[config.mk]
export PLATFORM = sky130hd
export DESIGN_NAME = eeprom_ctrl_top
export DESIGN_NICKNAME = d
export VERILOG_FILES = /design/src/common/eeprom_pkg.sv /design/src/logic/scl_timer.sv /design/src/i2c_master/i2c_byte_engine.sv /design/src/i2c_master/eeprom_sequencer.sv /design/src/logic/eeprom_ctrl_top.sv
export SDC_FILE = /design/constraint.sdc
export NUM_CORES = 1
export LEC_CHECK = 0
export BUFFER_PORTS_ARGS = -buffer_cell sky130_fd_sc_hd__buf_2
export CORE_ASPECT_RATIO = 0.6
export CORE_MARGIN = 2
export CORE_UTILIZATION = 30
export CTS_CLUSTER_DIAMETER = 100
export DETAILED_ROUTE_END_ITERATION = 8
export GPL_TIMING_DRIVEN = 0
export SETUP_SLACK_MARGIN = 0.2
export SLEW_MARGIN = 20
export SYNTH_ARGS = -nofsm -noshare
export SYNTH_HDL_FRONTEND = slang
export SYNTH_SLANG_ARGS = --single-unit
export TNS_END_PERCENT = 10
[constraint.sdc]
create_clock -name CLK -period 5.4 [get_ports CLK]
set_input_delay 0.27 -clock CLK [delete_from_list [all_inputs] [get_ports CLK]]
set_output_delay 0.27 -clock CLK [all_outputs]
set_load 0.01 [all_outputs]
[src/common/eeprom_pkg.sv]
package eeprom_pkg;

    // CLK cycles per quarter of an SCL period, one bus bit is four quarters
    localparam int SCL_QUARTER = 5;
    localparam int QUARTER_W   = $clog2(SCL_QUARTER + 1);

    localparam logic [3:0] DEVICE_CODE = 4'b1010;  // control byte prefix

    // quarters of a bus bit as seen by the byte engine
    localparam logic [1:0] PHASE_SETUP  = 2'd0;  // scl low, sda may change
    localparam logic [1:0] PHASE_SAMPLE = 2'd2;  // scl high, sda sampled

    typedef logic [10:0]          eeprom_addr_t;  // 2 KB device
    typedef logic [7:0]           byte_t;
    typedef logic [QUARTER_W-1:0] quarter_cnt_t;

    // host level sequencer
    typedef enum logic [3:0] {
        seq_idle,
        seq_start_write,
        seq_ctrl_write,
        seq_addr_write,
        seq_data_write,
        seq_restart,
        seq_ctrl_read,
        seq_data_read,
        seq_stop,
        seq_finish
    } seq_state_t;

    // one bus command at a time
    typedef enum logic [2:0] {
        bit_idle,
        bit_start,
        bit_stop,
        bit_shift,
        bit_ack,
        bit_done
    } bit_state_t;

endpackage

[src/logic/scl_timer.sv]
`timescale 1ns/1ns

module scl_timer
(
    input  logic       CLK,
    input  logic       RESET,
    input  logic       bus_active,
    output logic       quarter_tick,
    output logic [1:0] phase,
    output logic       scl
);
    import eeprom_pkg::*;

    quarter_cnt_t cnt;

    // wrap of the quarter counter
    assign quarter_tick = bus_active && (cnt == quarter_cnt_t'(SCL_QUARTER - 1));

    // low in quarters 0 and 3, released when the bus is idle
    assign scl = !bus_active || (phase == 2'd1) || (phase == 2'd2);

    always_ff @(posedge CLK)
    begin
        if (RESET || !bus_active)
        begin
            cnt   <= '0;
            phase <= 2'd0;  // every activation starts at the low quarter
        end
        else if (quarter_tick)
        begin
            cnt   <= '0;
            phase <= phase + 2'd1;
        end
        else
        begin
            cnt <= cnt + quarter_cnt_t'(1);
        end
    end

endmodule

[src/i2c_master/i2c_byte_engine.sv]
`timescale 1ns/1ns

module i2c_byte_engine
(
    input  logic              CLK,
    input  logic              RESET,
    input  logic              cmd_start,
    input  logic              cmd_stop,
    input  logic              cmd_write,
    input  logic              cmd_read,
    input  eeprom_pkg::byte_t tx_byte,
    input  logic              master_nack,
    input  logic              quarter_tick,
    input  logic [1:0]        phase,
    input  logic              sda_in,
    output logic              bus_active,
    output logic              sda_low,
    output logic              cmd_done,
    output eeprom_pkg::byte_t rx_byte,
    output logic              slave_ack
);
    import eeprom_pkg::*;

    bit_state_t state;
    byte_t      shreg;
    logic [2:0] bit_cnt;
    logic       is_read;
    logic       step;   // first CLK of a new quarter
    logic       armed;  // current bit has had its setup quarter
    logic       setup_step;
    logic       sample_step;

    // acting one CLK into the quarter keeps sda edges clear of scl edges
    assign setup_step  = step && (phase == PHASE_SETUP);
    assign sample_step = step && (phase == PHASE_SAMPLE);

    assign cmd_done = (state == bit_done);
    assign rx_byte  = shreg;

    always_ff @(posedge CLK)
    begin
        if (RESET)
        begin
            state      <= bit_idle;
            bus_active <= 1'b0;
            sda_low    <= 1'b0;
            step       <= 1'b0;
            armed      <= 1'b0;
            slave_ack  <= 1'b0;
        end
        else
        begin
            step <= quarter_tick;

            case (state)
                bit_idle:
                begin
                    armed <= 1'b0;
                    if (cmd_start)
                    begin
                        bus_active <= 1'b1;  // timer runs until the stop
                        state      <= bit_start;
                    end
                    else if (cmd_stop)
                    begin
                        state <= bit_stop;
                    end
                    else if (cmd_write || cmd_read)
                    begin
                        shreg   <= tx_byte;
                        is_read <= cmd_read;
                        bit_cnt <= 3'd0;
                        state   <= bit_shift;
                    end
                end

                bit_start:
                begin
                    if (setup_step)
                        sda_low <= 1'b0;  // repeated start, release first
                    else if (sample_step)
                    begin
                        sda_low <= 1'b1;  // sda falls while scl high
                        state   <= bit_done;
                    end
                end

                bit_stop:
                begin
                    if (setup_step)
                    begin
                        sda_low <= 1'b1;
                        armed   <= 1'b1;
                    end
                    else if (sample_step && armed)
                    begin
                        sda_low    <= 1'b0;  // sda rises while scl high
                        bus_active <= 1'b0;
                        state      <= bit_done;
                    end
                end

                bit_shift:
                begin
                    if (setup_step)
                    begin
                        sda_low <= !is_read && !shreg[7];  // msb first
                        armed   <= 1'b1;
                    end
                    else if (sample_step && armed)
                    begin
                        shreg   <= {shreg[6:0], is_read ? sda_in : 1'b0};
                        bit_cnt <= bit_cnt + 3'd1;
                        if (bit_cnt == 3'd7)
                            state <= bit_ack;
                    end
                end

                bit_ack:
                begin
                    if (setup_step)
                        sda_low <= is_read && !master_nack;  // ninth bit
                    else if (sample_step)
                    begin
                        if (!is_read)
                            slave_ack <= !sda_in;
                        state <= bit_done;
                    end
                end

                bit_done:
                    state <= bit_idle;

                default:
                    state <= bit_idle;
            endcase
        end
    end

endmodule

[src/i2c_master/eeprom_sequencer.sv]
`timescale 1ns/1ns

module eeprom_sequencer
(
    input  logic                     CLK,
    input  logic                     RESET,
    input  logic                     wr,
    input  logic                     rd,
    input  eeprom_pkg::eeprom_addr_t addr,
    input  eeprom_pkg::byte_t        wdata,
    input  logic                     cmd_done,
    input  eeprom_pkg::byte_t        rx_byte,
    input  logic                     slave_ack,
    output logic                     cmd_start,
    output logic                     cmd_stop,
    output logic                     cmd_write,
    output logic                     cmd_read,
    output eeprom_pkg::byte_t        tx_byte,
    output logic                     master_nack,
    output logic                     busy,
    output logic                     done,
    output logic                     ack_error,
    output eeprom_pkg::byte_t        rdata
);
    import eeprom_pkg::*;

    seq_state_t   state;
    eeprom_addr_t addr_q;
    byte_t        wdata_q;
    byte_t        ctrl_byte;
    logic         is_read;
    logic         issued;      // command out, waiting for cmd_done
    logic         write_state; // states that send a byte and expect an ack

    assign busy = (state != seq_idle);
    assign done = (state == seq_finish);

    // block bits from addr[10:8], r/w bit last
    assign ctrl_byte = {DEVICE_CODE, addr_q[10:8], state == seq_ctrl_read};

    assign write_state = (state == seq_ctrl_write) || (state == seq_addr_write) ||
                         (state == seq_data_write) || (state == seq_ctrl_read);

    always_ff @(posedge CLK)
    begin
        if (RESET)
        begin
            state       <= seq_idle;
            issued      <= 1'b0;
            cmd_start   <= 1'b0;
            cmd_stop    <= 1'b0;
            cmd_write   <= 1'b0;
            cmd_read    <= 1'b0;
            master_nack <= 1'b0;
            ack_error   <= 1'b0;
        end
        else
        begin
            cmd_start <= 1'b0;
            cmd_stop  <= 1'b0;
            cmd_write <= 1'b0;
            cmd_read  <= 1'b0;

            if (state == seq_idle)
            begin
                if (wr || rd)  // wr wins on a tie
                begin
                    addr_q    <= addr;
                    wdata_q   <= wdata;
                    is_read   <= !wr;
                    ack_error <= 1'b0;
                    state     <= seq_start_write;
                end
            end
            else if (state == seq_finish)
            begin
                state <= seq_idle;
            end
            else if (!issued)
            begin
                issued <= 1'b1;
                case (state)
                    seq_start_write, seq_restart:
                        cmd_start <= 1'b1;
                    seq_ctrl_write, seq_ctrl_read:
                    begin
                        cmd_write <= 1'b1;
                        tx_byte   <= ctrl_byte;
                    end
                    seq_addr_write:
                    begin
                        cmd_write <= 1'b1;
                        tx_byte   <= addr_q[7:0];
                    end
                    seq_data_write:
                    begin
                        cmd_write <= 1'b1;
                        tx_byte   <= wdata_q;
                    end
                    seq_data_read:
                    begin
                        cmd_read    <= 1'b1;
                        master_nack <= 1'b1;  // single byte read ends with nack
                    end
                    default:
                        cmd_stop <= 1'b1;
                endcase
            end
            else if (cmd_done)
            begin
                issued <= 1'b0;
                if (write_state && !slave_ack)
                begin
                    ack_error <= 1'b1;
                    state     <= seq_stop;  // drop the rest of the bytes
                end
                else
                begin
                    case (state)
                        seq_start_write: state <= seq_ctrl_write;
                        seq_ctrl_write:  state <= seq_addr_write;
                        seq_addr_write:  state <= is_read ? seq_restart : seq_data_write;
                        seq_data_write:  state <= seq_stop;
                        seq_restart:     state <= seq_ctrl_read;
                        seq_ctrl_read:   state <= seq_data_read;
                        seq_data_read:
                        begin
                            rdata <= rx_byte;
                            state <= seq_stop;
                        end
                        default:         state <= seq_finish;
                    endcase
                end
            end
        end
    end

endmodule

[src/logic/eeprom_ctrl_top.sv]
`timescale 1ns/1ns

module eeprom_ctrl_top
(
    input  logic                     CLK,
    input  logic                     RESET,
    input  logic                     wr,
    input  logic                     rd,
    input  eeprom_pkg::eeprom_addr_t addr,
    input  eeprom_pkg::byte_t        wdata,
    input  logic                     sda_in,
    output eeprom_pkg::byte_t        rdata,
    output logic                     busy,
    output logic                     done,
    output logic                     ack_error,
    output logic                     scl,
    output logic                     sda_low
);
    import eeprom_pkg::*;

    logic       bus_active;
    logic       quarter_tick;
    logic [1:0] phase;
    logic       cmd_start;
    logic       cmd_stop;
    logic       cmd_write;
    logic       cmd_read;
    logic       cmd_done;
    logic       master_nack;
    logic       slave_ack;
    byte_t      tx_byte;
    byte_t      rx_byte;

    scl_timer u_timer
    (
        .CLK          (CLK),
        .RESET        (RESET),
        .bus_active   (bus_active),
        .quarter_tick (quarter_tick),
        .phase        (phase),
        .scl          (scl)
    );

    i2c_byte_engine u_engine
    (
        .CLK          (CLK),
        .RESET        (RESET),
        .cmd_start    (cmd_start),
        .cmd_stop     (cmd_stop),
        .cmd_write    (cmd_write),
        .cmd_read     (cmd_read),
        .tx_byte      (tx_byte),
        .master_nack  (master_nack),
        .quarter_tick (quarter_tick),
        .phase        (phase),
        .sda_in       (sda_in),
        .bus_active   (bus_active),
        .sda_low      (sda_low),
        .cmd_done     (cmd_done),
        .rx_byte      (rx_byte),
        .slave_ack    (slave_ack)
    );

    eeprom_sequencer u_seq
    (
        .CLK         (CLK),
        .RESET       (RESET),
        .wr          (wr),
        .rd          (rd),
        .addr        (addr),
        .wdata       (wdata),
        .cmd_done    (cmd_done),
        .rx_byte     (rx_byte),
        .slave_ack   (slave_ack),
        .cmd_start   (cmd_start),
        .cmd_stop    (cmd_stop),
        .cmd_write   (cmd_write),
        .cmd_read    (cmd_read),
        .tx_byte     (tx_byte),
        .master_nack (master_nack),
        .busy        (busy),
        .done        (done),
        .ack_error   (ack_error),
        .rdata       (rdata)
    );

endmodule

**Word level (Yosys, flattened, before mapping)**

Cells that the tools add are included.

- Register bits: 72
- Bits of input ports: 24
- Output and inout port bits: 13
- Word-level logic and storage cells: 188

- Add/subtract/negate cells: 3
- Eq/ne operators: 36
- Muxes and demuxes: 57
- Bitwise gates (word level): 9
- Reduce and logical (&&, ||, !) cells: 59

Operators with widths:

| operator | count |
|---|---|
| $mux W3 | 15 |
| $mux W8 | 5 |
| $mux W4 | 6 |
| $pmux W4 S6 | 1 |
| $pmux W8 S3 | 1 |
| $mux W1 | 23 |
| $ne A2 B1 Y1 const B | 10 |
| $reduce_and A5 Y1 | 4 |
| $eq A4 B3 Y1 const B | 4 |
| $pmux W8 S2 | 1 |
| $reduce_and A7 Y1 | 2 |
| $eq A3 B3 Y1 const B | 4 |
| $ne A2 B2 Y1 const B | 6 |
| $pmux W3 S4 | 1 |
| $reduce_and A4 Y1 | 3 |
| $reduce_bool A2 Y1 | 6 |
| $reduce_or A2 Y1 | 6 |
| $not A1 Y1 | 9 |
| $reduce_bool A3 Y1 | 3 |
| $eq A4 B2 Y1 const B | 2 |
| $logic_or A1 B1 Y1 | 8 |
| $reduce_and A8 Y1 | 1 |
| $reduce_bool A4 Y1 | 2 |
| $reduce_or A4 Y1 | 2 |
| other kinds (21) | 39 |

**Depth between registers and ports, before layout**

Gate-level depths: netlist of run 1.

- Word-level depth: 10
- Mapped depth: 6
- Gate-level depth less buffers: 6

**By module**

Synthesis of run 1 repeated with hierarchy kept, for this count alone.

- Cell total of the unflattened synthesis: 260
- Area, all modules: 3,124.2 µm²

Modules (own cells, without submodules):

| module | instances | cells each | area each (µm²) | seq. area each (µm²) |
|---|---|---|---|---|
| eeprom_sequencer | 1 | 129 | 1,781.7 | 1,301.2 |
| i2c_byte_engine | 1 | 102 | 1,071.0 | 520.5 |
| scl_timer | 1 | 29 | 271.5 | 100.1 |

**Worst setup path after synthesis of run 1**

No wires, ideal clock.

- Path type: register to register
- Start point: reg u_seq.state[0]
- End point: reg u_seq.tx_byte[0] (enable)
- Setup time: 0.419 ns
- Arrival: 2.107 ns
- Data required time: 4.981 ns
- Setup slack: 2.874 ns
- Cell stages (with the launch flop): 4
- Buffers on the path: 1
- Clock period less this slack: 2.526 ns
- Cells stage by stage: dfxtp_1 -> clkbuf_1 -> nand2b_1 -> a2111oi_0

- Cells in the longest elaborated chain, start to end: 4

RTL lines:

| item | RTL line | text |
|---|---|---|
| start, declared | eeprom_sequencer.sv:27 | `seq_state_t state;` |
| start signal, assigned | eeprom_sequencer.sv:48 | `state <= seq_idle;` |
| start signal, assigned | eeprom_sequencer.sv:72 | `state <= seq_start_write;` |
| start signal, assigned | eeprom_sequencer.sv:77 | `state <= seq_idle;` |
| $eq A4 B2 Y1 / $eq A4 B3 Y1 (equally long branches) | eeprom_sequencer.sv:82 | `case (state)` |
| $reduce_or A2 Y1 | eeprom_sequencer.sv:82 |  |
| $reduce_bool A3 Y1 (no line) | -- |  |
| $reduce_and A5 Y1 (no line) (*) | -- |  |
| end signal, assigned | eeprom_sequencer.sv:88 | `tx_byte <= ctrl_byte;` |
| end signal, assigned | eeprom_sequencer.sv:93 | `tx_byte <= addr_q[7:0];` |
| end signal, assigned | eeprom_sequencer.sv:98 | `tx_byte <= wdata_q;` |
| end, declared | eeprom_sequencer.sv:18 | `output eeprom_pkg::byte_t tx_byte,` |

Mark *: on every way between the ends. The rest lies on a longest branch, timed or not.
A chain may end at the register's enable or synchronous reset.

**Worst setup path after layout of run 1**

- Start point: reg u_engine.state[0]
- End point: reg u_engine.shreg[3], in the netlist u_engine.rx_byte[3] (enable)

- Cells in the longest elaborated chain, start to end: 3

RTL lines:

| item | RTL line | text |
|---|---|---|
| start, declared | i2c_byte_engine.sv:24 | `bit_state_t state;` |
| start signal, assigned | i2c_byte_engine.sv:44 | `state <= bit_idle;` |
| start signal, assigned | i2c_byte_engine.sv:62 | `state <= bit_start;` |
| start signal, assigned | i2c_byte_engine.sv:66 | `state <= bit_stop;` |
| $eq A3 B2 Y1 / $logic_not A3 Y1 (equally long branches) | i2c_byte_engine.sv:55 | `case (state)` |
| $ne A2 B2 Y1 (no line) (tied with other cells) | -- |  |
| $reduce_and A7 Y1 (no line) (*) | -- |  |
| end signal, assigned | i2c_byte_engine.sv:70 | `shreg <= tx_byte;` |
| end signal, assigned | i2c_byte_engine.sv:112 | `shreg <= {shreg[6:0], is_read ? sda_in : 1'b0};` |
| end, declared | i2c_byte_engine.sv:25 | `byte_t shreg;` |

Marked as above.

==> results of run 1 <==
==> metal layers <==
layer	vias up	share of wire, %	wire, um
met5	-	0	0
met2	62	41	2795
met4	0	0.99	68
met3	4	5.6	387
met1	1080	53	3643
li1	1150	-	-
==> kinds of logic (layout without fill, tap and decap cells) <==
family | after synthesis | count (layout)
AO/OA/AOI/OAI | 57 | 57
XOR/XNOR | 2 | 2
adder cells (fa/ha/maj) | 7 | 7
buffers and inverters | 27 | 82
flip-flops | 72 | 72
multiplexers | 3 | 3
AND/OR/NAND/NOR | 119 | 119
==> registers in the layout, summed over array words and instances (netlist names), 2 cells and up <==
register,count
u_timer.phase,2
u_engine.bit_cnt,3
u_seq.state,4
u_seq.rdata,8
u_timer.cnt,3
u_seq.wdata_q,8
u_seq.tx_byte,8
u_engine.state,3
u_seq.addr_q,11
u_engine.rx_byte,8
==> area by class of cell <==
type	count	area, um^2	area share [%]
inverters	12	45.04	1.151
multi-input cells	188	1159	29.59
well taps	139	173.9	4.442
repair buffers	39	203.9	5.209
plain buffers	15	83.83	2.141
clock buffers	9	225.2	5.753
flip-flops and latches	72	1922	49.09
clock inverters	7	102.6	2.621
==> critical path, cell delays in order, from the launching register on <==
cell and delay [ns]:
dfxtp_1 0.35, nor3_1 0.33, nand2b_1 0.12, o32a_1 0.35
a211oi_2 0.48, buf_4 0.25
==> through the flow <==
step                      util, %  cell area [um^2]
after CTS                   37.46              3915
final                       37.46              3915
after global placement      33.92              3545
after detailed placement    34.33              3587
after global routing        37.46              3915
after floorplan                 -              3191
==> power by group <==
group          internal [mW]  switching (mW)  total (mW)  leakage (nW)
Sequential             0.610          0.0151       0.625         0.634
Clock                  0.409           0.239       0.649         0.157
Combinational         0.0839           0.113       0.196         0.650
Total                   1.10           0.367        1.47          1.44
==> final timing paths <==
check                                 start                       endpoint  slack, ns  depth (start not counted)
max reg2reg  u_engine.state[0]$_SDFFE_PP0P_  u_engine.rx_byte[3]$_DFFE_PP_       3.24                          5
min                                wdata[3]     u_seq.wdata_q[3]$_DFFE_PP_       0.11                          1
max          u_engine.state[0]$_SDFFE_PP0P_  u_engine.rx_byte[3]$_DFFE_PP_       3.24                          5
min reg2reg   u_engine.rx_byte[2]$_DFFE_PP_       u_seq.rdata[2]$_DFFE_PP_       0.45                          0
==> layout by cell type, fill, tap and decap left out, types with 3 or more instances in the layout <==
cell       instances
ha_1               7
nand3b_1           4
a22oi_1            5
buf_6              4
and3_1             3
nor4_1             3
o21ai_0           11
edfxtp_1          48
dfxtp_1           24
nand2b_1           6
inv_1             12
nor3b_1            3
nor3_1             8
nor3_2             3
a211oi_1           3
clkbuf_1           8
nor2_1            18
nand3_1            6
a21oi_1           15
nor2b_1            4
nand2_1           43
clkbuf_16          9
buf_2             41
==> results.tsv, run 1 <==
metric	value	unit
Hold Vio Cnt, Final	0	
DIE WIDTH	137.1	um
grt met3 use	4.311	%
total number of vias	2296	
WL/cell	14.33	um
Final Max Slew Viols	0	
Worst Setup End Kind	flip-flop	
M1 GR Usage	19.23	%
Post-Syn Area	3191	um^2
Worst setup SP type	flip-flop	
TritonCTS clock tree	done	
vias in the first global route	2263	
nets	368	
status	finished clean	
WS Path Type	reg2reg	
grt total ovfl	0	
CTS Buf Count	9	
Max clock buf depth	2	
synthesized instance count	287	
Worst Path Arrival	2.20	ns
Layout fillers	1030	
Setup Buffers After CTS	0	
setup_tns	0	ns
Tcrit/Tclk final	40.02	%
average vias per placed instance	4.773	
Max Fanout on Critical Path	6	
Slew @ Worst Pin	0.7010	ns
pwr/cell area	375.4	nW/um^2
yosys warns	0	
min cycle time layout	2.161	ns
mux contribution to synthesized area	0.9804	%
1st-iter DRT viols	127	
clk_lat worst skew	0.33	ns
# DRC	0	
initial core utilization	30.53	%
Slew HR	53.01	%
area leader, netlist	edfxtp_1	
RSZ-0062 raised after global routing	false	
IR drop worst, VDD	0.0001708	V
ys async rst share	0	%
total iterations of the first detailed-routing run	4	
number of port buffers	36	
largest cells by area after synthesis	edfxtp_1 45%, dfxtp_1 15%, nand2_1 5.1%	
endpoints failing setup	0	
core area	10450	um^2
row count	29	
Clock Skews	0.006324	ns
Synth Area in Simple Gates	19.37	%
die height	83.88	um
post-synth top area share	45.18	%
adder-cell share of the synthesized area	2.745	%
met2 usage in global routing	17.82	%
final wirelength	6895	um
largest family of logic cells by synthesized area	simple AND/OR/NAND/NOR gates	
ant diodes	0	
post-synthesis cell type count	53	
max frequency	0.4627	GHz
first-pass GRT wire length	11520	um
Seq/Total Area, Yosys	60.24	%
gr usage total	13.17	%
clk slew on worst S/H paths	0.06	ns
Post-Syn Nets	318	
cell count after placement	465	
Compound-Gate Fraction of Synth Area	12.08	%
Most Crowded Layer GR	met1	
root buf cell	clkbuf_16	
#FFs+latches synth	72	
# IOs	37	
Final WS setup	3.239	ns
GPL Wtd Cong	0.8162	
Final ANT Viol Nets	0	
setup slack after placement	3.262	ns
Synth top cells by count	48 x edfxtp_1, 43 x nand2_1, 24 x dfxtp_1	
final cell count without fillers	481	
required time of the critical path	5.44	ns
H-tree Lvls	3	
Leak	1.441	nW
Hold Slack	0.1062	ns
initial antenna violation count	0	
CTS sink count	72	
count leader, synth	edfxtp_1	
Post-synth EDFFs	48	
CTS Hold Buffers Added	0	
Worst Hold Class	in2reg	
total power	1.470	mW
layout cells sized above 1	21.64	%
syn avg cell area	11.12	um^2
Maximum Capacitance Violations	0	
Synth Area in XOR/XNOR	0.5490	%
post-cts resize count	0	
die area	11500	um^2
DP HPWL	5049	um
largest net degree at the start of global routing	15	
ys flop type	edfxtp_1	
Area growth syn-to-layout	22.71	%
(Power assumes the default switching activity.)
==> run 2: changes to the inputs <==
--- a/config.mk
+++ b/config.mk
@@ -5,6 +5,7 @@
 export SDC_FILE = /design/constraint.sdc
 export NUM_CORES = 1
 export LEC_CHECK = 0
+export ABC_AREA = 1
 export BUFFER_PORTS_ARGS = -buffer_cell sky130_fd_sc_hd__buf_2
 export CORE_ASPECT_RATIO = 0.6
 export CORE_MARGIN = 2
==> constraint.sdc (replaced) <==
create_clock -name CLK -period 2.1 [get_ports CLK]
set_input_delay 0.105 -clock CLK [delete_from_list [all_inputs] [get_ports CLK]]
set_output_delay 0.105 -clock CLK [all_outputs]
set_load 0.01 [all_outputs]
==> run 2 against run 1 <==
- global-route usage down 0.61 points
- die area down 2.0%
- first-iteration DRC count up 40%
- clock power up 130%
- final cell count up 11%
- via count up 2.4%
- maximum frequency up 18%
- critical endpoint is now u_seq.rdata[4]$_DFFE_PP_
==> results.tsv, run 2 <==
metric	value	unit	change
status	finished clean		
ys async rst share	0	%	unchanged
grt total ovfl	0		unchanged
Worst Path Arrival	1.82	ns	-0.38 ns
Post-synth EDFFs	48		unchanged
final wirelength	6611	um	-4.1%
Switching Fraction	35.48	%	+11 points
area leader, netlist	edfxtp_1		
Final ANT Viol Nets	0		unchanged
clk_lat worst skew	0.33	ns	about the same
max frequency	0.5437	GHz	+18%
Max Fanout on Critical Path	8		+2
total power	5.030	mW	+240%
TritonCTS clock tree	done		
post-synthesis cell type count	30		-43%
DIE WIDTH	135.7	um	-1.0%
post-synth top area share	46.14	%	+0.96 points
IR drop worst, VDD	0.0004840	V	+180%
Worst Setup End Kind	flip-flop		
# IOs	37		unchanged
Clock power frac	29.6	%	-14 points
Worst setup SP type	flip-flop		
r2r worst-path depth	4		-1
1st-iter DRT viols	178		+40%
Area growth syn-to-layout	29.68	%	
Post-Syn Area	3124	um^2	-2.1%
H-tree Lvls	3		unchanged
ys flop type	edfxtp_1		
commonest non-fill, non-tap cells in the layout	89 x nand2_1, 48 x edfxtp_1, 37 x buf_2, 35 x nor2_1, 34 x inv_1		
Final Max Slew Viols	0		unchanged
syn avg cell area	9.643	um^2	-13%
Maximum Capacitance Violations	0		unchanged
largest net degree at the start of global routing	21		+6
average vias per placed instance	4.401		-7.8%
Clock Skews	0.004284	ns	-0.002040 ns
# DRC	0		unchanged
CTS Buf Count	9		unchanged
initial antenna violation count	0		unchanged
Layout fillers	989		-4.0%
Worst Hold Class	in2reg		
row count	28		-3.4%
WL/cell	12.38	um	-14%
Seq pwr share	37.3	%	-5.2 points
Hold Slack	0.01535	ns	-0.09084 ns
design area	4051	um^2	+3.5%
Seq/Total Area, Yosys	61.51	%	+1.3 points
Max clock buf depth	2		unchanged
internal cell power	3.245	mW	+190%
gr usage total	12.57	%	-0.61 points
max FFs per register	11		unchanged
Slew @ Worst Pin	0.8772	ns	+0.1762 ns
die height	83.05	um	-1.0%
ant diodes	0		unchanged
largest reg by FF count	u_seq.addr_q		
DP HPWL	4680	um	-7.3%
min cycle time layout	1.839	ns	-0.3222 ns
commonest non-fill, non-tap cell in the layout	nand2_1		
endpoints failing setup	0		unchanged
clk slew on worst S/H paths	0.06	ns	about the same
number of port buffers	36		unchanged
Post-Syn Nets	355		+12%
dpl cell area	3490	um^2	-2.7%
root buf cell	clkbuf_16		
register area	1923	um^2	about the same
count leader, synth	nand2_1		
Tcrit/Tclk final	87.58	%	+48 points
setup_tns	0	ns	unchanged
Worst Hold Depth	2		+1
nets	425		+15%
GPL Wtd Cong	0.9425		+15%
pwr/cell area	1242	nW/um^2	+230%
synthesized instance count	324		+13%
#FFs+latches synth	72		unchanged
total number of vias	2350		+2.4%
Synth top cells by count	89 x nand2_1, 48 x edfxtp_1, 35 x nor2_1		
layout cells sized above 1	20.55	%	-1.1 points
die area	11270	um^2	-2.0%
logic gate share of total power	33.1	%	+20 points
Hold Vio Cnt, Final	0		unchanged
core area	9985	um^2	-4.5%
Multi-input gate area	1100	um^2	-5.1%
required time of the critical path	2.08	ns	-3.36 ns
largest cells by area after synthesis	edfxtp_1 46%, dfxtp_1 15%, nand2_1 11%		
Slew HR	41.52	%	-11 points
vias in the first global route	2177		-3.8%
total iterations of the first detailed-routing run	5		+1
yosys warns	0		unchanged
Leak	1.652	nW	+15%
RSZ-0062 raised after global routing	true		
first-pass GRT wire length	10750	um	-6.7%
WS Path Type	reg2reg		
P_sw	1.785	mW	+390%
initial core utilization	31.29	%	+0.76 points
CTS sink count	72		unchanged
==> run 2: final cells by class <==
cell class / count / area share, %
repair buffers: 58 / 10.01
clock buffers: 11 / 5.744
clock inverters: 5 / 1.421
multi-input cells: 211 / 27.15
plain buffers: 3 / 0.4015
flip-flops and latches: 72 / 47.47
well taps: 135 / 4.169
inverters: 39 / 3.644
==> run 2: layer usage <==
metal | vias to the layer above | global-route usage [%] | wire length (um)
met1 | 1062 | 19.15 | 3596
met4 | 0 | 4.640 | 95
met3 | 9 | 5.128 | 469
met2 | 65 | 15.38 | 2450
met5 | - | 0 | 0
li1 | 1214 | - | -
==> run 2: critical path, cell delays in order, from the launching register on <==
cell     delay (ns)
dfxtp_1        0.48
inv_2          0.11
nor2_1         0.17
nand3_1        0.27
nor3_4         0.45
==> run 2: per-stage QoR <==
| stage | std cells | util (%) | setup WS, ns |
|---|---|---|---|
| final | 534 | 40.58 | 0.2609 |
| after global routing | 534 | 40.58 | 0.1616 |
| after CTS | 530 | 39.91 | 0.06089 |
| after detailed placement | 495 | 34.95 | -0.1604 |
| after global placement | 495 | 34.90 | -0.2065 |
| after floorplan | 324 | - | 0.2937 |
==> run 2: power groups by stage <==
stage | registers, mW | logic [mW] | clock network [mW]
after global placement | 1.90 | 1.49 | 0
after CTS | 1.88 | 1.56 | 1.53
after detailed placement | 1.90 | 1.51 | 0
after global routing | 1.90 | 1.87 | 1.58
after floorplan | 1.88 | 1.17 | 0
final | 1.88 | 1.66 | 1.49
==> run 2: repair_timing <==
| action | in CTS | in global routing |
|---|---|---|
| hold endpoints to repair | 19 | 0 |
| resized for setup | 3 | 4 |
| pin swaps | 0 | 2 |
| gates cloned | 0 | 1 |
| buffers inserted | 0 | 3 |
| endpoints found under the setup margin | 47 | 47 |
| hold buffers | 19 | 0 |
==> run 2: final timing paths <==
path	slack (ns)	start	endpoint
min reg2reg	0.43	u_seq.cmd_read$_SDFF_PP0_	u_engine.is_read$_DFFE_PP_
max reg2reg	0.26	u_engine.state[0]$_SDFFE_PP0P_	u_seq.rdata[4]$_DFFE_PP_
max	0.26	u_engine.state[0]$_SDFFE_PP0P_	u_seq.rdata[4]$_DFFE_PP_
min	0.02	wr	u_seq.is_read$_DFFE_PP_
==> run 2: logic make-up (layout without fill, tap and decap cells) <==
kind of cell	after synthesis	after routing	synth area share [%]
xor gates and xnor gates	1	1	0.2804
AOI/OAI and AO/OA	26	26	4.686
buffers and inverters	42	116	5.246
adders and majority gates	7	7	2.803
and+or+nand+nor	176	177	25.47
DFF	72	72	61.51
